File: config.mk
export PLATFORM = sky130hd
export DESIGN_NAME = codec_init_top
export DESIGN_NICKNAME = d
export VERILOG_FILES = /design/src/hdl/i2c_bus_pkg.sv /design/src/hdl/codec_cfg_pkg.sv /design/src/hdl/codec_reg_rom.sv /design/src/hdl/i2c_write_engine.sv /design/src/hdl/codec_init_seq.sv /design/src/hdl/codec_init_top.sv
export SDC_FILE = /design/constraint.sdc
export NUM_CORES = 1
export LEC_CHECK = 0
export ABC_AREA = 1
export ABC_CLOCK_PERIOD_IN_PS = 2900
export BUFFER_PORTS_ARGS = -buffer_cell sky130_fd_sc_hd__buf_4
export CORE_ASPECT_RATIO = 0.75
export CORE_MARGIN = 3
export CORE_UTILIZATION = 30
export DETAILED_ROUTE_END_ITERATION = 7
export PLACE_DENSITY_LB_ADDON = 0.05
export SYNTH_ARGS = -nofsm -noshare
export SYNTH_HDL_FRONTEND = slang
export SYNTH_HIERARCHICAL = 1
export SYNTH_SLANG_ARGS = --single-unit
File: constraint.sdc
create_clock -name i_clk -period 2.9 [get_ports i_clk]
set_input_delay 0.29 -clock i_clk [delete_from_list [all_inputs] [get_ports i_clk]]
set_output_delay 0.29 -clock i_clk [all_outputs]
set_load 0.02 [all_outputs]
File: src/hdl/i2c_bus_pkg.sv
`default_nettype none

package i2c_bus_pkg;

    typedef logic [7:0] i2c_byte_t;

    // bit position inside a frame, 23 down to 0
    typedef logic [4:0] i2c_bit_idx_t;

    // sent msb first, so dev_addr goes out first
    typedef struct packed {
        i2c_byte_t dev_addr;
        i2c_byte_t reg_addr;
        i2c_byte_t data;
    } i2c_frame_t;

    typedef struct packed {
        logic scl;
        logic sda_out;
        logic sda_oe;      // low only in ack slots
    } i2c_bus_t;

    typedef enum logic [2:0] {
        ENG_IDLE,
        ENG_START,
        ENG_DATA,
        ENG_ACK,
        ENG_STOP
    } eng_state_t;

endpackage

`default_nettype wire

File: src/hdl/codec_cfg_pkg.sv
`default_nettype none

package codec_cfg_pkg;

    localparam int CFG_LEN = 10;    // entries in the table below

    typedef i2c_bus_pkg::i2c_frame_t cfg_word_t;
    typedef logic [3:0] cfg_idx_t;

    typedef enum logic [1:0] {
        SEQ_IDLE,
        SEQ_SEND,
        SEQ_WAIT,
        SEQ_COOLDOWN
    } seq_state_t;

    localparam logic [7:0] CODEC_DEV_ADDR = 8'h34;

    // power-up register writes, register k at entry k
    localparam cfg_word_t CFG_TABLE [CFG_LEN] = '{
        '{dev_addr: CODEC_DEV_ADDR, reg_addr: 8'h00, data: 8'h97},
        '{dev_addr: CODEC_DEV_ADDR, reg_addr: 8'h01, data: 8'h97},
        '{dev_addr: CODEC_DEV_ADDR, reg_addr: 8'h02, data: 8'h79},
        '{dev_addr: CODEC_DEV_ADDR, reg_addr: 8'h03, data: 8'h79},
        '{dev_addr: CODEC_DEV_ADDR, reg_addr: 8'h04, data: 8'h15},
        '{dev_addr: CODEC_DEV_ADDR, reg_addr: 8'h05, data: 8'h00},
        '{dev_addr: CODEC_DEV_ADDR, reg_addr: 8'h06, data: 8'h00},
        '{dev_addr: CODEC_DEV_ADDR, reg_addr: 8'h07, data: 8'h42},
        '{dev_addr: CODEC_DEV_ADDR, reg_addr: 8'h08, data: 8'h19},
        '{dev_addr: CODEC_DEV_ADDR, reg_addr: 8'h09, data: 8'h01}
    };

endpackage

`default_nettype wire

File: src/hdl/codec_reg_rom.sv
`timescale 1ns/1ps
`default_nettype none

module codec_reg_rom #(
    parameter int NUM_REGS = 10
) (
    input  wire codec_cfg_pkg::cfg_idx_t  i_idx,
    output codec_cfg_pkg::cfg_word_t      o_word
);

    import codec_cfg_pkg::*;

    logic in_range;

    // beyond the active entries or the table itself, hand out zero
    assign in_range = (int'(i_idx) < NUM_REGS) && (int'(i_idx) < CFG_LEN);

    always_comb begin
        if (in_range) begin
            o_word = CFG_TABLE[i_idx];
        end else begin
            o_word = '0;
        end
    end

endmodule

`default_nettype wire

File: src/hdl/i2c_write_engine.sv
`timescale 1ns/1ps
`default_nettype none

module i2c_write_engine (
    input  wire logic                    i_clk,
    input  wire logic                    i_rst_n,
    input  wire logic                    i_go,
    input  wire i2c_bus_pkg::i2c_frame_t i_frame,
    input  wire logic                    i_sda_in,
    output i2c_bus_pkg::i2c_bus_t        o_bus,
    output logic                         o_done,
    output logic                         o_nack
);

    import i2c_bus_pkg::*;

    eng_state_t   state_q;
    i2c_bit_idx_t bit_q;     // bit currently on the line
    logic [23:0]  data_q;    // latched frame, msb first
    logic         nack_q;

    assign o_nack = nack_q;  // valid alongside o_done

    always_ff @(posedge i_clk) begin
        if (i_go && state_q == ENG_IDLE) begin
            data_q <= i_frame;
        end
    end

    always_ff @(posedge i_clk or negedge i_rst_n) begin
        if (!i_rst_n) begin
            state_q <= ENG_IDLE;
            bit_q   <= '0;
            nack_q  <= 1'b0;
            o_done  <= 1'b0;
            o_bus   <= '{scl: 1'b1, sda_out: 1'b1, sda_oe: 1'b1};
        end else begin
            o_done <= 1'b0;
            case (state_q)
                ENG_IDLE: begin
                    if (i_go) begin
                        state_q <= ENG_START;
                        bit_q   <= 5'd23;
                        nack_q  <= 1'b0;
                    end
                end
                ENG_START: begin
                    if (o_bus.sda_out) begin
                        o_bus.sda_out <= 1'b0;       // sda falls, scl still high
                    end else begin
                        o_bus.scl     <= 1'b0;
                        o_bus.sda_out <= data_q[bit_q];
                        state_q       <= ENG_DATA;
                    end
                end
                ENG_DATA: begin
                    o_bus.scl <= ~o_bus.scl;
                    if (o_bus.scl) begin             // end of high half
                        if (bit_q[2:0] == 3'd0) begin
                            // byte done, release the line for the target
                            o_bus.sda_oe  <= 1'b0;
                            o_bus.sda_out <= 1'b0;
                            state_q       <= ENG_ACK;
                        end else begin
                            bit_q         <= bit_q - 5'd1;
                            o_bus.sda_out <= data_q[bit_q - 5'd1];
                        end
                    end
                end
                ENG_ACK: begin
                    o_bus.scl <= ~o_bus.scl;
                    if (o_bus.scl) begin
                        nack_q       <= nack_q | i_sda_in;  // high means no ack
                        o_bus.sda_oe <= 1'b1;
                        if (bit_q == 5'd0) begin
                            o_bus.sda_out <= 1'b0;      // held low for STOP
                            state_q       <= ENG_STOP;
                        end else begin
                            bit_q         <= bit_q - 5'd1;
                            o_bus.sda_out <= data_q[bit_q - 5'd1];
                            state_q       <= ENG_DATA;
                        end
                    end
                end
                ENG_STOP: begin
                    if (!o_bus.scl) begin
                        o_bus.scl <= 1'b1;
                    end else if (!o_bus.sda_out) begin
                        o_bus.sda_out <= 1'b1;          // sda rises with scl high
                    end else begin
                        o_done  <= 1'b1;
                        state_q <= ENG_IDLE;
                    end
                end
                default: begin
                    state_q <= ENG_IDLE;
                end
            endcase
        end
    end

    // data may only move with scl low, START and STOP edges excepted
    a_sda_with_scl_low: assert property (@(posedge i_clk) disable iff (!i_rst_n)
        ($changed(o_bus.sda_out) && !($past(state_q) inside {ENG_START, ENG_STOP}))
            |-> !o_bus.scl);

    // sequencer must wait for done before the next frame
    a_go_when_idle: assert property (@(posedge i_clk) disable iff (!i_rst_n)
        i_go |-> state_q == ENG_IDLE);

endmodule

`default_nettype wire

File: src/hdl/codec_init_seq.sv
`timescale 1ns/1ps
`default_nettype none

module codec_init_seq #(
    parameter int NUM_REGS        = 10,
    parameter int COOLDOWN_CYCLES = 24
) (
    input  wire logic              i_clk,
    input  wire logic              i_rst_n,
    input  wire logic              i_start,
    input  wire logic              i_frame_done,
    input  wire logic              i_frame_nack,
    output codec_cfg_pkg::cfg_idx_t o_idx,
    output logic                   o_frame_go,
    output logic                   o_finished,
    output logic                   o_busy,
    output logic                   o_nack_err
);

    import codec_cfg_pkg::*;

    localparam int CW = $clog2(COOLDOWN_CYCLES + 1);

    seq_state_t    state_q;
    logic [CW-1:0] cool_q;   // cycles left before a start is taken again

    assign o_frame_go = (state_q == SEQ_SEND);
    assign o_busy     = (state_q == SEQ_SEND) || (state_q == SEQ_WAIT);

    always_ff @(posedge i_clk or negedge i_rst_n) begin
        if (!i_rst_n) begin
            state_q    <= SEQ_IDLE;
            o_idx      <= '0;
            cool_q     <= '0;
            o_finished <= 1'b0;
            o_nack_err <= 1'b0;
        end else begin
            o_finished <= 1'b0;
            case (state_q)
                SEQ_IDLE: begin
                    if (i_start) begin
                        o_idx      <= '0;
                        o_nack_err <= 1'b0;   // new run, fresh error flag
                        state_q    <= SEQ_SEND;
                    end
                end
                SEQ_SEND: begin
                    state_q <= SEQ_WAIT;      // go is one cycle wide
                end
                SEQ_WAIT: begin
                    if (i_frame_done) begin
                        if (i_frame_nack) begin
                            o_nack_err <= 1'b1;
                        end
                        if (o_idx == cfg_idx_t'(NUM_REGS - 1)) begin
                            o_finished <= 1'b1;
                            cool_q     <= CW'(COOLDOWN_CYCLES - 1);
                            state_q    <= SEQ_COOLDOWN;
                        end else begin
                            o_idx   <= o_idx + 4'd1;
                            state_q <= SEQ_SEND;
                        end
                    end
                end
                SEQ_COOLDOWN: begin
                    if (cool_q == '0) begin
                        state_q <= SEQ_IDLE;
                    end else begin
                        cool_q <= cool_q - 1'b1;
                    end
                end
                default: begin
                    state_q <= SEQ_IDLE;
                end
            endcase
        end
    end

    a_finished_one_cycle: assert property (@(posedge i_clk) disable iff (!i_rst_n)
        o_finished |=> !o_finished);

endmodule

`default_nettype wire

File: src/hdl/codec_init_top.sv
`timescale 1ns/1ps
`default_nettype none

module codec_init_top #(
    parameter int NUM_REGS        = 10,
    parameter int COOLDOWN_CYCLES = 24
) (
    input  wire logic i_clk,
    input  wire logic i_rst_n,
    input  wire logic i_start,
    input  wire logic i_sda_in,   // resolved line
    output logic      o_scl,
    output logic      o_sda,
    output logic      o_sda_oe,
    output logic      o_finished,
    output logic      o_busy,
    output logic      o_nack_err
);

    import i2c_bus_pkg::*;
    import codec_cfg_pkg::*;

    cfg_idx_t  idx;
    cfg_word_t word;
    logic      frame_go;
    logic      frame_done;
    logic      frame_nack;
    i2c_bus_t  bus;

    codec_reg_rom #(
        .NUM_REGS (NUM_REGS)
    ) u_rom (
        .i_idx  (idx),
        .o_word (word)
    );

    codec_init_seq #(
        .NUM_REGS        (NUM_REGS),
        .COOLDOWN_CYCLES (COOLDOWN_CYCLES)
    ) u_seq (
        .i_clk        (i_clk),
        .i_rst_n      (i_rst_n),
        .i_start      (i_start),
        .i_frame_done (frame_done),
        .i_frame_nack (frame_nack),
        .o_idx        (idx),
        .o_frame_go   (frame_go),
        .o_finished   (o_finished),
        .o_busy       (o_busy),
        .o_nack_err   (o_nack_err)
    );

    i2c_write_engine u_eng (
        .i_clk    (i_clk),
        .i_rst_n  (i_rst_n),
        .i_go     (frame_go),
        .i_frame  (word),
        .i_sda_in (i_sda_in),
        .o_bus    (bus),
        .o_done   (frame_done),
        .o_nack   (frame_nack)
    );

    assign o_scl    = bus.scl;
    assign o_sda    = bus.sda_oe ? bus.sda_out : 1'b1;  // released reads as high
    assign o_sda_oe = bus.sda_oe;

endmodule

`default_nettype wire

==> metrics <==
# nets final about 420; YS warnings 6; CP arrival 2.26 ns; vias in the first global route 2355; Synth Instances 397; simple-gate share of the synthesized area 33.39%; Critical Path RT 3.14 ns; Compound-Gate Fraction of Synth Area between 6 and 7%; clk_skew between 0.005 and 0.006 ns; IO Port Bufs 9; DIE HEIGHT 94.45 um; min Tclk post-route 2.018 ns; setup_tns 0 ns; wire length per cell around 13 um; CP Launch Type register; IO Pins 10; peak supply drop 277.7 uV; Final Cycle Share a little over two thirds; TritonRoute pass-1 iters 4; post-synthesis register bit count 50; Max Freq 495.5 MHz; share of cells above drive strength 1 between 10% and 20%; CP Max Fanout 10; CTS tree built; cell mode on critical path nand2_1; vias 2443; post-synthesis mux area share 0%; ant diodes 0; num rows 31; core area 9891 um^2; Main synth FF type edfxtp_1; Mapped Area approximately 3100 um^2; GP Congestion around 0.8; crit path kind register to register; commonest non-fill, non-tap cell in the layout nand2_1; number of flops mapped to enable cells by yosys 24; Max-Cap Viols 0; GRT Util Overall around 13%; Iteration-0 DRC Markers roughly 180; adder-cell share of the synthesized area 3.599%; outcome finished, final reports clean; first-pass GRT wire length 11.74 mm; initial antenna violation count 0; Clock Latency Late Sink 0.29 ns; pwr dens 1052 nW/um^2; CTS root buf clkbuf_16; post-synthesis xor/xnor area fraction approximately 1.1%; DPL Wire Length 5.086 mm; drc violations 0; leakage 1.549 nW; area added between synthesis and finish 9.276%; Hold Violations, Final 0; Routed Antenna Nets 0; largest family of logic cells by synthesized area simple AND/OR/NAND/NOR gates; Clock Path Buffers 2; RSZ-0062 raised after global routing false; post-CTS setup buffer count 0; DRT Wirelength 6.896 mm; sequential fraction of the synthesis area ~44%; clock-pin slew on the worst setup and hold paths 0.07 ns; endpoints failing setup 0; CTS buffer count 5; largest net degree at the start of global routing 29; DIE AREA 11710 um^2; pre-CTS setup slack about 0.86 ns; Syn Area/Cell about 8 um^2; post-synthesis async set-or-reset flop share 52.00%; Yosys cell types 37; Slowest cell on crit path ha_1; die width 123.9 um; R2R setup slack 0.88 ns; Critical Path End Type register; PnR worst setup slack 0.8820 ns; cell-by-cell trace of the critical path inv_2 > ha_1 > inv_2 > nand3_1 > nand2_1 > nand2_1 > nand3_1 > a21oi_1 > nand2_1 > nand3_1 > nand2_1 > inv_1; Slew Limit Fails 0; vias per std cell between 4 and 5; most frequent cells in the layout nand2_1, nand3_1, inv_1; grt ovf 0; H-tree lvl count 2; hold crit path type input pin to register; clock sinks 50; Slowest Stage Delay on Critical Path between 0.5 and 0.6 ns; Initial Util between 30% and 40%
==> flip-flops by register name, summed over array words and instances, names as in the netlist <==
register,flops
u_seq/state_q,2
u_eng/bit_q,5
u_eng/state_q,3
u_eng/o_done,1
u_eng/o_bus,3
u_eng/data_q,24
u_seq/cool_q,5
u_seq/o_finished,1
u_seq/o_idx,4
u_eng/o_nack,1
u_seq/o_nack_err,1
==> worst paths after layout <==
kind | start | endpoint | depth (start not counted)
min in group asynchronous | i_rst_n | u_eng/state_q[2]$_DFFE_PN0P_ | 2
worst min-delay path | i_sda_in | u_eng/o_nack$_DFFE_PN0P_ | 3
max in group asynchronous | i_rst_n | u_eng/o_bus[1]$_DFFE_PN1P_ | 2
worst min register to register | u_seq/o_nack_err$_DFFE_PN0P_ | u_seq/o_nack_err$_DFFE_PN0P_ | 2
worst max register to register | u_eng/bit_q[1]$_DFFE_PN0P_ | u_eng/o_bus[1]$_DFFE_PN1P_ | 12
worst max-delay path | u_eng/bit_q[1]$_DFFE_PN0P_ | u_eng/o_bus[1]$_DFFE_PN1P_ | 12
==> area by class of cell <==
class / count / area (um^2)
well taps: 132 / 165.2
clock inverters: 1 / 3.754
fillers: 1051 / 6471
inverters: 50 / 195.2
multi-input cells: 283 / 1434
clock buffers: 7 / 153.9
flip-flops and latches: 50 / 1375
repair buffers: 12 / 92.59
==> cell families after synthesis <==
logic type	after synthesis
buffers and inverters	72
AOI/OAI and AO/OA	33
DFF	50
and+or+nand+nor	228
adders and majority gates	9
xor gates and xnor gates	4
other	1
==> cells in the mapped netlist, drive strengths merged (2+ instances only) <==
cell type  instances  area (um^2)
a21oi              7        35.03
a22oi              3        22.52
a31oi              3        18.77
buf               22        160.2
dfrtp             23        575.6
dfstp              3        78.83
edfxtp            24        720.7
ha                 9        112.6
inv               49        186.4
nand2            124        478.0
nand3             59        322.8
nand4              3        25.02
nor2              34        167.7
nor3               4        25.02
o21a               2        15.01
o21ai             16        91.34
or2                3        18.77
xnor2              2        17.52
xor2               2        17.52
==> critical path: cells and delay by family (launching register included) <==
family                     cells  cell delay, ns
adders and majority gates      1            0.52
DFF                            1            0.50
AOI/OAI and AO/OA              1            0.12
buffers and inverters          3            0.34
and+or+nand+nor                7            0.49
==> routing by layer <==
metal | GRT usage [%] | routed length, um | vias to the layer above
met5 | 0 | 0 | -
met1 | 20.18 | 3916 | 1116
met2 | 17.50 | 2630 | 56
li1 | - | - | 1267
met3 | 2.994 | 311 | 4
met4 | 2.917 | 38 | 0
==> where the power goes <==
group          switching, mW  internal [mW]
clock network          0.253          0.370
registers              0.207          0.975
logic                   1.19          0.598
total                   1.65           1.94
==> per-stage QoR <==
| stage | hold WS [ns] | util (%) | area [um^2] | instances | total power, mW |
|---|---|---|---|---|---|
| 6_report | 0.2700 | 34.57 | 3420 | 535 | 3.597 |
| 5_1_grt | 0.3024 | 34.57 | 3420 | 535 | 3.934 |
| 4_1_cts | 0.2628 | 34.57 | 3420 | 535 | 3.633 |
| 3_5_place_dp | 0.2319 | 32.88 | 3252 | 526 | 2.986 |
| 3_3_place_gp | 0.2316 | 32.88 | 3252 | 526 | 3.024 |
| 2_1_floorplan | -0.005591 | - | 3159 | 405 | 2.570 |
==> repair_timing <==
item                                   in CTS  in global routing
endpoints found under the hold margin      23                  0
gates resized for setup                     0                  0
hold buffers                                1                  0
(Power assumes the default switching activity.)
